### config.mk
export PLATFORM = sky130hd
export DESIGN_NAME = ethRegs
export DESIGN_NICKNAME = d
export VERILOG_FILES = /design/src/design/axiLitePkg.sv /design/src/design/mdioRegPkg.sv /design/src/design/axiLiteSlave.sv /design/src/design/mdioUserRegs.sv /design/src/design/phyMirrorRegs.sv /design/src/design/ethRegs.sv
export SDC_FILE = /design/constraint.sdc
export NUM_CORES = 1
export LEC_CHECK = 0
export BUFFER_PORTS_ARGS = -buffer_cell sky130_fd_sc_hd__buf_4
export CORE_UTILIZATION = 55
export CTS_CLUSTER_SIZE = 8
export DETAILED_ROUTE_END_ITERATION = 10
export PLACE_DENSITY = 0.73
export SYNTH_ARGS = -nofsm -noshare
export SYNTH_HDL_FRONTEND = slang
export SYNTH_HIERARCHICAL = 1
export SYNTH_SLANG_ARGS = --single-unit
export TNS_END_PERCENT = 1
### constraint.sdc
create_clock -name axiClk -period 4.2 [get_ports axiClk]
set_input_delay 0.21 -clock axiClk [delete_from_list [all_inputs] [get_ports axiClk]]
set_output_delay 0.21 -clock axiClk [all_outputs]
set_load 0.01 [all_outputs]
### src/design/axiLitePkg.sv
// AXI4-Lite bus widths, response codes and front-end FSM states, imported by RTL and testbench
`default_nettype none

package axiLitePkg;

  // ==============================
  // bus widths
  // ==============================

  // byte address, one full word
  localparam int axiAddrWidth = 32;
  // data bus, one full word
  localparam int axiDataWidth = 32;

  typedef logic [axiAddrWidth-1:0] axiAddr_t;
  typedef logic [axiDataWidth-1:0] axiData_t;

  // ==============================
  // responses
  // ==============================

  // bResp / rResp encoding
  typedef logic [1:0] axiResp_t;

  // only OKAY is ever returned
  localparam axiResp_t respOkay = 2'b00;

  // ==============================
  // front-end FSM
  // ==============================

  // one transaction in flight at a time
  typedef enum logic [1:0] {
    stateIdle,
    // aw/w handshake cycle
    stateWrite,
    // ar handshake cycle
    stateRead,
    // waiting on bReady or rReady
    stateAck
  } slaveState_t;

endpackage

`default_nettype wire

### src/design/mdioRegPkg.sv
// MDIO register map, control field positions and data types, imported by RTL and testbench
`default_nettype none

package mdioRegPkg;

  // ==============================
  // data types
  // ==============================

  // word index, byte address bits 7:2
  typedef logic [5:0] regIndex_t;
  // PHY address on the MDIO bus
  typedef logic [4:0] phyAddr_t;
  // register number inside a PHY
  typedef logic [4:0] phyRegNum_t;
  // contents of one PHY register
  typedef logic [15:0] mdioData_t;

  // ==============================
  // PHY mirrors (read-only)
  // ==============================

  // basic registers
  localparam regIndex_t phyCtrlIdx     = 6'h00;
  localparam regIndex_t phyStatIdx     = 6'h01;
  // extended registers
  localparam regIndex_t phyIdent1Idx   = 6'h02;
  localparam regIndex_t phyIdent2Idx   = 6'h03;
  localparam regIndex_t phyAnaIdx      = 6'h04;
  localparam regIndex_t phyAnlpIdx     = 6'h05;
  localparam regIndex_t phyAneIdx      = 6'h06;
  // vendor-specific registers
  localparam regIndex_t phyModeIdx     = 6'h11;
  localparam regIndex_t phySpecModeIdx = 6'h12;
  localparam regIndex_t phySymErrIdx   = 6'h1A;
  localparam regIndex_t phyIndcIdx     = 6'h1B;
  localparam regIndex_t phyIntrSrcIdx  = 6'h1D;
  localparam regIndex_t phyIntrMskIdx  = 6'h1E;
  localparam regIndex_t phySpecCtrlIdx = 6'h1F;

  localparam int phyMirrorCount = 14;

  // mirror slot to PHY register number
  localparam regIndex_t phyMirrorIdxTable [phyMirrorCount] = '{
    phyCtrlIdx, phyStatIdx, phyIdent1Idx, phyIdent2Idx, phyAnaIdx,
    phyAnlpIdx, phyAneIdx, phyModeIdx, phySpecModeIdx, phySymErrIdx,
    phyIndcIdx, phyIntrSrcIdx, phyIntrMskIdx, phySpecCtrlIdx
  };

  // ==============================
  // user registers (read/write)
  // ==============================

  localparam regIndex_t usrCtrlIdx  = 6'h20;
  localparam regIndex_t usrWriteIdx = 6'h21;

  // control register fields
  localparam int ctrlEnableBit  = 0;
  // 0 read, 1 write
  localparam int ctrlWriteBit   = 1;
  localparam int ctrlPhyAddrLsb = 2;
  localparam int ctrlRegNumLsb  = 7;

endpackage

`default_nettype wire

### src/design/axiLiteSlave.sv
// AXI4-Lite front end: channel handshakes, word-index decode and read-data merge for ethRegs
`timescale 1ns/1ps
`default_nettype none

module axiLiteSlave (
  input  wire logic                  axiClk,
  input  wire logic                  reset,

  // write address
  input  wire logic                  awValid,
  output logic                       awReady,
  input  wire axiLitePkg::axiAddr_t  awAddr,

  // write data
  input  wire logic                  wValid,
  output logic                       wReady,
  input  wire axiLitePkg::axiData_t  wData,

  // write response
  output logic                       bValid,
  input  wire logic                  bReady,
  output axiLitePkg::axiResp_t       bResp,

  // read address
  input  wire logic                  arValid,
  output logic                       arReady,
  input  wire axiLitePkg::axiAddr_t  arAddr,

  // read data
  output logic                       rValid,
  input  wire logic                  rReady,
  output axiLitePkg::axiData_t       rData,
  output axiLitePkg::axiResp_t       rResp,

  // register block side
  output logic                       regWrEn,
  output mdioRegPkg::regIndex_t      regWrIdx,
  output axiLitePkg::axiData_t       regWrData,
  output mdioRegPkg::regIndex_t      regRdIdx,
  input  wire axiLitePkg::axiData_t  usrRdData,
  input  wire axiLitePkg::axiData_t  phyRdData
);

  import axiLitePkg::*;
  import mdioRegPkg::*;

  slaveState_t state;

  // ==============================
  // handshake outputs
  // ==============================

  // readies last exactly one cycle, set by the state
  assign awReady = (state == stateWrite);
  assign wReady  = (state == stateWrite);
  assign arReady = (state == stateRead);

  // no error cases in this map
  assign bResp = respOkay;
  assign rResp = respOkay;

  // write strobe lines up with the aw/w handshake
  assign regWrEn   = (state == stateWrite);
  // master holds awAddr until awReady, so decode directly
  assign regWrIdx  = awAddr[7:2];
  assign regWrData = wData;

  // ==============================
  // transaction FSM
  // ==============================

  always_ff @(posedge axiClk) begin
    if (reset) begin
      state    <= stateIdle;
      bValid   <= 1'b0;
      rValid   <= 1'b0;
      regRdIdx <= '0;
    end else begin
      case (state)
        stateIdle: begin
          // write wins over a read in the same cycle
          if (awValid && wValid) begin
            state <= stateWrite;
          end else if (arValid) begin
            // word index of the read
            regRdIdx <= arAddr[7:2];
            state    <= stateRead;
          end
        end
        stateWrite: begin
          bValid <= 1'b1;
          state  <= stateAck;
        end
        stateRead: begin
          rValid <= 1'b1;
          state  <= stateAck;
        end
        stateAck: begin
          // hold response until taken
          if (bValid && bReady) begin
            bValid <= 1'b0;
            state  <= stateIdle;
          end
          if (rValid && rReady) begin
            rValid <= 1'b0;
            state  <= stateIdle;
          end
        end
        default: begin
          state <= stateIdle;
        end
      endcase
    end
  end

  // ==============================
  // read data
  // ==============================

  // each block drives zero unless it owns the index
  always_ff @(posedge axiClk) begin
    if (state == stateRead) begin
      rData <= usrRdData | phyRdData;
    end
  end

  // ==============================
  // checks
  // ==============================

  // only one response may be pending
  assert property (@(posedge axiClk) disable iff (reset) !(bValid && rValid));

  // every write goes through ack before the next handshake
  assert property (@(posedge axiClk) disable iff (reset) awReady |=> !awReady);

endmodule

`default_nettype wire

### src/design/mdioUserRegs.sv
// host-writable MDIO control and write-data registers, driving the MDIO request outputs
`timescale 1ns/1ps
`default_nettype none

module mdioUserRegs (
  input  wire logic                   axiClk,
  input  wire logic                   reset,

  // write port from the front end
  input  wire logic                   regWrEn,
  input  wire mdioRegPkg::regIndex_t  regWrIdx,
  input  wire axiLitePkg::axiData_t   regWrData,

  // read port
  input  wire mdioRegPkg::regIndex_t  regRdIdx,
  output axiLitePkg::axiData_t        usrRdData,

  // MDIO request
  output logic                        mdioEnable,
  output logic                        mdioWrite,
  output mdioRegPkg::phyAddr_t        mdioPhyAddr,
  output mdioRegPkg::phyRegNum_t      mdioRegNum,
  output mdioRegPkg::mdioData_t       mdioWrData
);

  import axiLitePkg::*;
  import mdioRegPkg::*;

  // full words are kept, upper bits read back as written
  axiData_t ctrlReg;
  axiData_t wrDataReg;

  // ==============================
  // register writes
  // ==============================

  always_ff @(posedge axiClk) begin
    if (reset) begin
      ctrlReg   <= '0;
      wrDataReg <= '0;
    end else if (regWrEn) begin
      // other indices are silently dropped
      if (regWrIdx == usrCtrlIdx) begin
        ctrlReg <= regWrData;
      end
      if (regWrIdx == usrWriteIdx) begin
        wrDataReg <= regWrData;
      end
    end
  end

  // ==============================
  // read mux
  // ==============================

  always_comb begin
    case (regRdIdx)
      usrCtrlIdx:  usrRdData = ctrlReg;
      usrWriteIdx: usrRdData = wrDataReg;
      // not ours, mirrors or unmapped
      default:     usrRdData = '0;
    endcase
  end

  // ==============================
  // MDIO request fields
  // ==============================

  assign mdioEnable  = ctrlReg[ctrlEnableBit];
  assign mdioWrite   = ctrlReg[ctrlWriteBit];
  assign mdioPhyAddr = ctrlReg[ctrlPhyAddrLsb +: $bits(phyAddr_t)];
  assign mdioRegNum  = ctrlReg[ctrlRegNumLsb +: $bits(phyRegNum_t)];
  // low half-word only, the PHY register width
  assign mdioWrData  = wrDataReg[$bits(mdioData_t)-1:0];

endmodule

`default_nettype wire

### src/design/phyMirrorRegs.sv
// read-only mirrors of the PHY registers, refreshed by results posted from the MDIO engine
`timescale 1ns/1ps
`default_nettype none

module phyMirrorRegs (
  input  wire logic                    axiClk,
  input  wire logic                    reset,

  // result strobe from the MDIO engine
  input  wire logic                    phyRegValid,
  input  wire mdioRegPkg::phyRegNum_t  phyRegNum,
  input  wire mdioRegPkg::mdioData_t   phyRegData,

  // read port
  input  wire mdioRegPkg::regIndex_t   regRdIdx,
  output axiLitePkg::axiData_t         phyRdData
);

  import axiLitePkg::*;
  import mdioRegPkg::*;

  // one slot per listed PHY register
  mdioData_t mirror [phyMirrorCount];

  // register number widened to the index type
  regIndex_t resultIdx;

  assign resultIdx = regIndex_t'(phyRegNum);

  // ==============================
  // mirror updates
  // ==============================

  always_ff @(posedge axiClk) begin
    if (reset) begin
      for (int i = 0; i < phyMirrorCount; i++) begin
        mirror[i] <= '0;
      end
    end else if (phyRegValid) begin
      // unlisted numbers match no slot and are dropped
      for (int i = 0; i < phyMirrorCount; i++) begin
        if (resultIdx == phyMirrorIdxTable[i]) begin
          mirror[i] <= phyRegData;
        end
      end
    end
  end

  // ==============================
  // read mux
  // ==============================

  always_comb begin
    phyRdData = '0;
    for (int i = 0; i < phyMirrorCount; i++) begin
      if (regRdIdx == phyMirrorIdxTable[i]) begin
        // zero-extend 16 -> 32
        phyRdData = axiData_t'(mirror[i]);
      end
    end
  end

  // ==============================
  // checks
  // ==============================

  // engine must post a defined number with each result
  assert property (@(posedge axiClk) disable iff (reset)
    phyRegValid |-> !$isunknown(phyRegNum));

endmodule

`default_nettype wire

### src/design/ethRegs.sv
// top level of the MDIO register slave: AXI4-Lite front end plus user and mirror register blocks
`timescale 1ns/1ps
`default_nettype none

module ethRegs (
  input  wire logic                    axiClk,
  input  wire logic                    reset,

  // AXI4-Lite write channels
  input  wire logic                    awValid,
  output logic                         awReady,
  input  wire axiLitePkg::axiAddr_t    awAddr,
  input  wire logic                    wValid,
  output logic                         wReady,
  input  wire axiLitePkg::axiData_t    wData,
  output logic                         bValid,
  input  wire logic                    bReady,
  output axiLitePkg::axiResp_t         bResp,

  // AXI4-Lite read channels
  input  wire logic                    arValid,
  output logic                         arReady,
  input  wire axiLitePkg::axiAddr_t    arAddr,
  output logic                         rValid,
  input  wire logic                    rReady,
  output axiLitePkg::axiData_t         rData,
  output axiLitePkg::axiResp_t         rResp,

  // MDIO request out
  output logic                         mdioEnable,
  output logic                         mdioWrite,
  output mdioRegPkg::phyAddr_t         mdioPhyAddr,
  output mdioRegPkg::phyRegNum_t       mdioRegNum,
  output mdioRegPkg::mdioData_t        mdioWrData,

  // MDIO results in
  input  wire logic                    phyRegValid,
  input  wire mdioRegPkg::phyRegNum_t  phyRegNum,
  input  wire mdioRegPkg::mdioData_t   phyRegData
);

  import axiLitePkg::*;
  import mdioRegPkg::*;

  // front end to register blocks
  logic      regWrEn;
  regIndex_t regWrIdx;
  axiData_t  regWrData;
  regIndex_t regRdIdx;
  axiData_t  usrRdData;
  axiData_t  phyRdData;

  // ==============================
  // bus front end
  // ==============================

  axiLiteSlave axiLiteSlave_inst (
    .axiClk    (axiClk),
    .reset     (reset),
    .awValid   (awValid),
    .awReady   (awReady),
    .awAddr    (awAddr),
    .wValid    (wValid),
    .wReady    (wReady),
    .wData     (wData),
    .bValid    (bValid),
    .bReady    (bReady),
    .bResp     (bResp),
    .arValid   (arValid),
    .arReady   (arReady),
    .arAddr    (arAddr),
    .rValid    (rValid),
    .rReady    (rReady),
    .rData     (rData),
    .rResp     (rResp),
    .regWrEn   (regWrEn),
    .regWrIdx  (regWrIdx),
    .regWrData (regWrData),
    .regRdIdx  (regRdIdx),
    .usrRdData (usrRdData),
    .phyRdData (phyRdData)
  );

  // ==============================
  // register blocks
  // ==============================

  // host side, 0x20 and 0x21
  mdioUserRegs mdioUserRegs_inst (
    .axiClk      (axiClk),
    .reset       (reset),
    .regWrEn     (regWrEn),
    .regWrIdx    (regWrIdx),
    .regWrData   (regWrData),
    .regRdIdx    (regRdIdx),
    .usrRdData   (usrRdData),
    .mdioEnable  (mdioEnable),
    .mdioWrite   (mdioWrite),
    .mdioPhyAddr (mdioPhyAddr),
    .mdioRegNum  (mdioRegNum),
    .mdioWrData  (mdioWrData)
  );

  // PHY side, no bus writes reach it
  phyMirrorRegs phyMirrorRegs_inst (
    .axiClk      (axiClk),
    .reset       (reset),
    .phyRegValid (phyRegValid),
    .phyRegNum   (phyRegNum),
    .phyRegData  (phyRegData),
    .regRdIdx    (regRdIdx),
    .phyRdData   (phyRdData)
  );

endmodule

`default_nettype wire

==> results of run 1 <==
-- synthesized netlist by cell type (3+ instances only) --
cell | number | area, um2
ha_1 | 4 | 50.05
a211oi_1 | 7 | 52.55
a31oi_1 | 3 | 18.77
nor2b_1 | 8 | 50.05
or2_2 | 32 | 200.2
a21oi_1 | 18 | 90.09
buf_4 | 87 | 653.1
nand2_1 | 40 | 150.1
buf_6 | 4 | 45.04
a222oi_1 | 9 | 90.09
o22ai_1 | 17 | 106.4
nand4_1 | 6 | 37.54
a22o_1 | 38 | 332.8
dfxtp_1 | 74 | 1481
inv_1 | 24 | 90.09
nor2_1 | 199 | 747.0
nand2b_1 | 124 | 775.7
o22a_1 | 3 | 26.28
a221oi_1 | 13 | 113.9
a221o_1 | 8 | 80.08
nor3_1 | 11 | 55.05
or3_1 | 5 | 31.28
mux2i_1 | 64 | 640.6
clkbuf_1 | 51 | 191.4
a22oi_1 | 12 | 90.09
edfxtp_1 | 256 | 7687
nand3_1 | 20 | 100.1
mux4_2 | 16 | 360.4
buf_2 | 17 | 85.08
o21ai_0 | 23 | 115.1
-- cell type report --
| type | instances | area, um2 | share of cell area (%) |
|---|---|---|---|
| timing repair buffer | 202 | 1614 | 9.237 |
| clock inverter | 1 | 8.758 | 0.05012 |
| clock buffer | 68 | 1297 | 7.425 |
| sequential | 330 | 9170 | 52.48 |
| inverter | 25 | 93.84 | 0.5370 |
| tap | 341 | 426.7 | 2.442 |
| multi-input combinational | 747 | 4863 | 27.83 |
-- routing by layer --
metal | wire [um] | vias up
met1 | 14620 | 4962
met3 | 2948 | 77
met2 | 17870 | 522
met5 | 0 | -
met4 | 973 | 0
li1 | - | 4594
-- final timing paths --
kind / from / end / slack, ns
setup reg to reg: axiLiteSlave_inst/regRdIdx[1] / axiLiteSlave_inst/rData[2] / 0.93
setup / recovery: axiLiteSlave_inst/regRdIdx[1] / axiLiteSlave_inst/rData[2] / 0.93
hold / removal: wData[9] / mdioUserRegs_inst/wrDataReg[9] / 0.007
hold reg to reg: mdioUserRegs_inst/wrDataReg[17] / mdioUserRegs_inst/wrDataReg[17] / 0.47
-- state kept, by name, summed over array words and instances, names as in the netlist --
register                     count
phyMirrorRegs_inst/mirror      224
axiLiteSlave_inst/state          2
axiLiteSlave_inst/rData         32
axiLiteSlave_inst/bValid         1
mdioUserRegs_inst/wrDataReg     32
axiLiteSlave_inst/regRdIdx       6
axiLiteSlave_inst/rValid         1
mdioUserRegs_inst/ctrlReg       32
-- worst reg2reg max path, delay by kind of cell (launching register included) --
family / cells / cell delay [ns]
AOI/OAI and AO/OA: 2 / 0.37
DFF: 1 / 0.81
and+or+nand+nor: 4 / 1.84
-- cells by family (layout without fill, tap and decap cells) --
family,Yosys count,in the layout,synth area share (%)
compound gates,171,171,8.627
simple gates,472,472,16.06
fa+ha+maj,4,4,0.3324
flops,330,330,60.90
buf+inv,189,296,7.380
mux,80,80,6.648
other cells,2,20,0.04988
-- timing repair --
action | CTS | global route
endpoints found under the hold margin | 58 | 0
hold buffers | 39 | 0
gates resized for setup | 0 | 0
buffers inserted | 0 | 0
-- stage by stage --
step,total power [mW],hold slack [ns],util [%]
4_1_cts,8.488,0.00008338,65.02
2_1_floorplan,4.673,0.3577,-
5_1_grt,8.739,0.01759,65.02
3_5_place_dp,5.107,0.4624,58.71
3_3_place_gp,5.076,0.4590,58.71
6_report,8.454,0.006809,65.02
-- power breakdown --
group	internal, mW	total [mW]	switching (mW)
Combinational	0.499	1.17	0.667
Clock	2.09	3.36	1.26
Sequential	3.82	3.93	0.110
Total	6.41	8.45	2.04
==> impl_metrics.yaml, run 1 <==
global_route:
  grt_pass1_vias: 10035
  globalRoute.busiestLayer: "met2"
  grt_max_degree: 83
  grt_util_all_layers_pct: 26.10
  antenna_found_initial: 0
  grt_first_pass_wirelength_um: 55990
  grt_use_met3_pct: 3.829
  grt.overflow.total: 0
  grtUsageMet2_pct: 44.62
  use_met1_pct: 34.15
placement:
  io_buffers: 137
  dp_hpwl_um: 23090
  placed_cell_area_mm2: 0.01578
  dp_cells: 1606
  gp_congestion: 0.8247
  dp_slack_ns: 1.029
final_layout:
  stdcell_count: 1714
  fillers: 1979
  mostFrequentLayoutCells: "edfxtp_1, nor2_1, buf_4, nand2b_1, dfxtp_1"
  final_common_cell: "edfxtp_1"
  layout-drive-gt1-share_pct: 20.47
  fin_nets: 1482
  final_area_mm2: 0.01747
  antenna_cells: 0
  syn2layout_area_growth_pct: 16.06
worst_setup_path:
  critPathTopFamily: "simple AND/OR/NAND/NOR gates"
  critPathSlowestCell: "dfxtp_1"
  cp_data_required_time_ns: 4.47
  cp_num_cells: 6
  startpoint_type: "register"
  worstPathMaxFanout: 20
  critPathMaxStageDelay_ns: 0.81
  reg2reg_depth: 6
  path_cells: "nor4bb_1, and3_1, nor2_1, o21ai_0, a21oi_1, or2_2"
  cp-end-kind: "register"
  critPathBufInv: 0
  criticalPathCategory: "reg2reg"
  cp.arrival_ns: 3.55
floorplan:
  start_util_pct: 56.02
  die_h_um: 167.5
  rows: 60
  die_area_mm2: 0.02804
  core_area_mm2: 0.02688
  pin_count: 194
  dieWidth_um: 167.5
clock_tree:
  clk_transition_reported_paths_ns: 0.05
  cts.sinks: 330
  cts_tree: "built"
  clk_latency_ns: 0.53
  htree_num_levels: 2
  numCtsBuffers: 47
  clock_path_buffers: 3
  cts_root_buffer: "clkbuf_16"
yosys:
  yosys_warnings: 6
  synth-edff-count: 256
  ys_seq_area_share_pct: 60.90
  ys_ff_latch: 330
  synth_area_mm2: 0.01506
  syn_inst: 1248
  synthFlopType: "edfxtp_1"
  synth_cell_type_count: 69
  syn_area_per_cell_um2: 12.06
  synthArstFlopShare_pct: 0
route:
  firstDrtPassIters: 6
  wl_um: 36410
  num_vias: 10155
  wl_per_cell_um: 21.24
  drc: 0
  ant_nets: 0
  via_per_inst: 5.925
  drtIter0Drc: 1226
sta:
  setup_viol: 0
  slew_headroom_pct: 32.82
  rsz0062_at_grt: "no"
  max_clock_freq_mhz: 305.5
  worst_slack_ns: 0.9262
  hold_viol_final: 0
  clock_skew_ns: 0.007980
  drv_slew: 0
  worst_slew_pin_slew_ns: 1.008
  fin_setup_tns_ns: 0
  period_minus_slack_ns: 3.274
  period_share_pct: 77.95
min_path:
  whs_path_depth: 3
  min_path_type: "in2reg"
power:
  irDropWorstVdd_mv: 0.3397
  p_per_area_mw_per_mm2: 483.8
  leakage_nw: 6.596
outcome:
  status: "finished clean"
job:
  cap_violations: 0
Power figures use the tool's default switching activity.
==> run 2: changes to the inputs <==
CORE_UTILIZATION = 52   (was 55)
clock period = 2.6 ns   (was 4.2 ns; I/O delays follow)
==> impl_metrics.yaml, run 2 (synthesis gave the netlist of run 1 again) <==
outcome:
  status: "finished, violations left"
  violations: "negative setup slack"
placement:
  dp_cells: 1706
  placed_cell_area_mm2: 0.01635
  io_buffers: 137
  gp_congestion: 0.8996
  dp_hpwl_um: 24910
worst_setup_path:
  critPathTopFamily: "simple AND/OR/NAND/NOR gates"
  path_cells: "or4b_1, buf_4, nor2_2, buf_4, a22oi_1, nand2_1, nor3_1, nor4_2, buf_4, or2_2"
  cp-end-kind: "register"
  critPathMaxStageDelay_ns: 0.51
  worstPathMaxFanout: 7
  startpoint_type: "register"
  criticalPathCategory: "reg2reg"
  critPathBufInv: 3
  cp.arrival_ns: 3.02
  path_common_cell: "buf_4"
  cp_data_required_time_ns: 3.01
  critPathSlowestCell: "or4b_1"
final_layout:
  final_area_mm2: 0.01820
  mostFrequentLayoutCells: "edfxtp_1, buf_4, nor2_1, nand2b_1, dfxtp_1"
  final_common_cell: "edfxtp_1"
  largest-register: "phyMirrorRegs_inst/mirror"
  antenna_cells: 0
  syn2layout_area_growth_pct: 20.85
  fin_nets: 1552
  layout-drive-gt1-share_pct: 24.17
  stdcell_count: 1830
  largest_register_ffs: 224
route:
  ant_nets: 0
  firstDrtPassIters: 6
  via_per_inst: 5.695
  drc: 0
  num_vias: 10422
  wl_um: 37950
  wl_per_cell_um: 20.73
  drtIter0Drc: 1074
clock_tree:
  cts_root_buffer: "clkbuf_16"
  htree_num_levels: 2
  cts_tree: "built"
  numCtsBuffers: 47
  clk_transition_reported_paths_ns: 0.05
  clk_latency_ns: 0.54
  cts.sinks: 330
  clock_path_buffers: 3
floorplan:
  die_h_um: 172.2
  rows: 61
  pin_count: 194
  die_area_mm2: 0.02964
  dieWidth_um: 172.2
  start_util_pct: 53.46
  core_area_mm2: 0.02816
global_route:
  antenna_found_initial: 1
  grt_util_all_layers_pct: 25.95
  globalRoute.busiestLayer: "met2"
  grtUsageMet2_pct: 42.36
  grt_pass1_vias: 10377
  grt_first_pass_wirelength_um: 57770
  use_met1_pct: 34.29
  grt.overflow.total: 0
  grt_use_met3_pct: 4.738
  grt_max_degree: 82
sta:
  slew_headroom_pct: 37.24
  worst_slack_ns: -0.004913
  timing.hold.ws_ns: 0.05047
  fin_setup_tns_ns: -0.004913
  setup_viol: 1
  period_minus_slack_ns: 2.605
  period_share_pct: 100.2
  clock_skew_ns: 0.01312
  drv_slew: 0
  max_clock_freq_mhz: 383.9
  hold_viol_final: 0
  worst_slew_pin_slew_ns: 0.9380
  rsz0062_at_grt: "yes"
power:
  leakage_nw: 6.964
  irDropWorstVdd_mv: 0.6175
  intPower_mw: 10.57
  switching_share_pct: 24.63
  p_per_area_mw_per_mm2: 770.7
  p_sw_mw: 3.454
  pwr-share-seq_pct: 45.1
  comb_power_share_pct: 14.9
  clock_power_share_pct: 40.0
job:
  cap_violations: 0
min_path:
  min_path_type: "in2reg"
-- run 2: cell count changes in the layout (fill, tap and decap cells not counted), sizes merged --
cell	delta
buf	+63
clkbuf	+8
dlygate4sd3	+7
inv	+1
-- run 2: tightest hold or removal path: cells and delay by family --
family	cells	cell delay (ns)
AO/OA/AOI/OAI	2	0.22
buffers and inverters	2	0.19
-- run 2: path summary, 6_finish.rpt --
kind / start / endpoint / slack [ns] / cells after the start
worst min-delay path: arValid / axiLiteSlave_inst/regRdIdx[5] / 0.05 / 4
worst max register to register: axiLiteSlave_inst/regRdIdx[5] / axiLiteSlave_inst/rData[6] / -0.005 / 10
worst max-delay path: axiLiteSlave_inst/regRdIdx[5] / axiLiteSlave_inst/rData[6] / -0.005 / 10
worst min register to register: mdioUserRegs_inst/ctrlReg[22] / mdioUserRegs_inst/ctrlReg[22] / 0.47 / 2
-- run 2: routing by layer --
layer	share of wire (%)	up-vias
li1	-	4745
met1	41	5036
met2	47	537
met3	8.7	104
met4	3.5	0
met5	0	-
-- run 2: repair_timing --
item,in CTS,in global routing
hold endpoints to repair,72,0
buffers inserted,0,0
gates resized for setup,4,4
hold buffers,46,0
endpoints found under the setup margin,4,16
pin swaps,1,2
gates cloned,0,0
-- run 2: area by class of cell --
class | instances | area [um2]
Clock buffer | 76 | 1328
Clock inverter | 2 | 28.78
Fill cell | 2048 | 9968
Inverter | 25 | 93.84
Multi-Input combinational cell | 747 | 4890
Sequential cell | 330 | 9175
Tap cell | 378 | 473.0
Timing Repair Buffer | 272 | 2207
-- run 2: power groups by stage --
| stage | Combinational [mW] | Clock, mW | Sequential (mW) |
|---|---|---|---|
| after floorplan | 1.11 | 0 | 6.44 |
| after global placement | 1.96 | 0 | 6.40 |
| after detailed placement | 2.00 | 0 | 6.41 |
| after CTS | 2.08 | 5.69 | 6.32 |
| after global routing | 2.26 | 5.91 | 6.35 |
| final | 2.09 | 5.61 | 6.32 |
-- run 2: metrics by stage --
step | total power, mW | worst slack, ns | util (%)
floorplan | 7.549 | 0.09812 | -
global placement | 8.363 | -0.06294 | 58.04
detailed placement | 8.411 | -0.1085 | 58.04
CTS | 14.08 | -0.03003 | 64.58
global route | 14.53 | -0.1080 | 64.61
finish | 14.02 | -0.004913 | 64.61
==> run 3: changes to the inputs <==
SYNTH_HIERARCHICAL = not set   (was 1)
==> impl_metrics.yaml, run 3 <==
outcome:
  status: "finished, violations left"
  violations: "design-rule violations"
sta:
  slew_headroom_pct: 34.52
  max_clock_freq_mhz: 407.1
  clock_skew_ns: 0.01413
  worst_slack_ns: 0.1435
  worst_slew_pin_slew_ns: 0.9787
  drv_slew: 0
  period_minus_slack_ns: 2.456
  hold_viol_final: 0
  fin_setup_tns_ns: 0
  period_share_pct: 94.48
  rsz0062_at_grt: "no"
  setup_viol: 0
worst_setup_path:
  cp.arrival_ns: 2.73
  path_cells: "or4_4, nor3b_4, nor2b_1, nor3_1, a2111oi_2, o31ai_1"
  criticalPathCategory: "reg2reg"
  critPathBufInv: 0
  worstPathMaxFanout: 7
  critPathTopFamily: "simple AND/OR/NAND/NOR gates"
  critPathMaxStageDelay_ns: 0.62
  cp-end-kind: "register"
  cp_data_required_time_ns: 2.87
  critPathSlowestCell: "or4_4"
  startpoint_type: "register"
route:
  via_per_inst: 5.902
  drtIter0Drc: 1367
  drc: 21
  num_vias: 10405
  wl_per_cell_um: 20.89
  ant_nets: 0
  wl_um: 36830
  firstDrtPassIters: 9
clock_tree:
  clock_path_buffers: 3
  cts_root_buffer: "clkbuf_16"
  clk_transition_reported_paths_ns: 0.05
  cts.sinks: 330
  numCtsBuffers: 47
  clk_latency_ns: 0.54
  htree_num_levels: 2
  cts_tree: "built"
final_layout:
  syn2layout_area_growth_pct: 23.01
  post-route-util_pct: 65.45
  largest-register: "phyMirrorRegs_inst.mirror"
  fin_nets: 1536
  largest_register_ffs: 224
  mostFrequentLayoutCells: "edfxtp_1, nor2_1, buf_4, nand2_1, a21oi_1"
  antenna_cells: 0
  fillers: 1949
  final_common_cell: "edfxtp_1"
  layout-drive-gt1-share_pct: 19.68
yosys:
  synthMuxAreaShare_pct: 2.145
  ys_top_cells_by_area: "edfxtp_1, dfxtp_1, nor2_1, nand2_1, a21oi_1"
  yosys_warnings: 0
  synth-compound-area-share_pct: 11.53
  synth-edff-count: 256
  synth_fa_ha_area_share_pct: 0.4487
  synth_area_mm2: 0.01394
  yosysMostFrequentCell: "edfxtp_1"
  synthSimpleGateAreaFrac_pct: 15.16
  synth_top_family_by_area: "simple AND/OR/NAND/NOR gates"
  syn_inst: 1226
  synth_common_cells: "edfxtp_1, nor2_1, nand2_1, a21oi_1, dfxtp_1"
  syn_area_per_cell_um2: 11.37
  synthArstFlopShare_pct: 0
  synth_top_area_cell: "edfxtp_1"
  netlist.area_leader.share_pct: 55.13
  synth_cell_type_count: 62
  ys_seq_area_share_pct: 65.76
  ys_ff_latch: 330
  synthFlopType: "edfxtp_1"
  synth_xor_area_share_pct: 0.1256
floorplan:
  dieWidth_um: 165.8
  rows: 59
  pin_count: 194
  start_util_pct: 53.21
  die_area_mm2: 0.02747
  core_area_mm2: 0.02621
  die_h_um: 165.8
global_route:
  grt_pass1_vias: 10091
  grt_util_all_layers_pct: 26.86
  grt_max_degree: 51
  grt.overflow.total: 0
  grt_first_pass_wirelength_um: 57460
  antenna_found_initial: 0
placement:
  dp_slack_ns: 0.1713
  io_buffers: 137
  gp_congestion: 0.8566
  dp_hpwl_um: 24410
job:
  cap_violations: 0
power:
  p_per_area_mw_per_mm2: 815.9
  total_power_mw: 13.99
  leakage_nw: 6.364
  irDropWorstVdd_mv: 0.5089
min_path:
  min_path_type: "in2reg"
## run 3: cell count changes after synthesis, moves of 19 or more
cell	delta
a21oi_1	+73
buf_4	-56
clkbuf_1	+19
mux2i_1	-51
nand2_1	+139
nand2b_1	-92
or2_2	-32
## run 3: area by class of cell
class | instances | area (um2) | area share (%)
clock buffers | 67 | 1251 | 7.295
clock inverters | 4 | 61.31 | 0.3575
inverters | 20 | 75.07 | 0.4377
multi-input cells | 759 | 4146 | 24.18
flip-flops and latches | 330 | 9169 | 53.46
well taps | 335 | 419.2 | 2.444
repair buffers | 248 | 2029 | 11.83
## run 3: worst min-delay path, stage by stage
cell and delay [ns]:
buf_4 0.11, nor2_1 0.10, a21oi_1 0.08, nor2_1 0.09, a311oi_1 0.05
## run 3: cells by family (layout without fill, tap and decap cells)
group,count (synthesis),after routing
AND/OR/NAND/NOR,485,485
flip-flops,330,330
AO/OA/AOI/OAI,240,240
buffers and inverters,140,339
multiplexers,23,23
adder cells (fa/ha/maj),5,5
XOR/XNOR,2,2
other,1,4
## run 3: timing repair
item                       in CTS  in global routing
hold buffers                   42                  0
hold endpoints to repair       74                  0
resized for setup               0                  1
setup endpoints to repair       0                  1
setup buffers                   0                  0
## run 3: report_power, final
part	switching, mW	internal [mW]	leakage, nW
clock network	2.17	3.31	0.630
logic	1.17	0.909	2.69
registers	0.197	6.23	3.05
## run 3: layer usage
metal | share of wire, % | track usage (%) | wire length (um) | vias up
li1 | - | - | - | 4741
met1 | 41 | 36.94 | 15180 | 5056
met2 | 48 | 44.20 | 17620 | 552
met3 | 8.9 | 4.504 | 3275 | 56
met4 | 2.0 | 7.761 | 751 | 0
met5 | 0 | 0 | 0 | -
## run 3: path summary, 6_finish.rpt
| path | endpoint | slack, ns | cells after the start | start |
|---|---|---|---|---|
| worst max-delay path | axiLiteSlave_inst.rData[4] | 0.14 | 6 | axiLiteSlave_inst.regRdIdx[3] |
| worst min-delay path | axiLiteSlave_inst.state[0] | 0.07 | 5 | arValid |
| worst max register to register | axiLiteSlave_inst.rData[4] | 0.14 | 6 | axiLiteSlave_inst.regRdIdx[3] |
| worst min register to register | mdioUserRegs_inst.wrDataReg[29] | 0.45 | 2 | mdioUserRegs_inst.wrDataReg[29] |
## run 3: stage by stage
step / cell area [um2] / hold slack (ns) / cells
3_3_place_gp: 15420 / 0.3782 / 1650
2_1_floorplan: 13950 / 0.2660 / 1229
5_1_grt: 17150 / 0.1096 / 1763
3_5_place_dp: 15420 / 0.3813 / 1650
6_report: 17150 / 0.06864 / 1763
4_1_cts: 17150 / 0.05931 / 1763
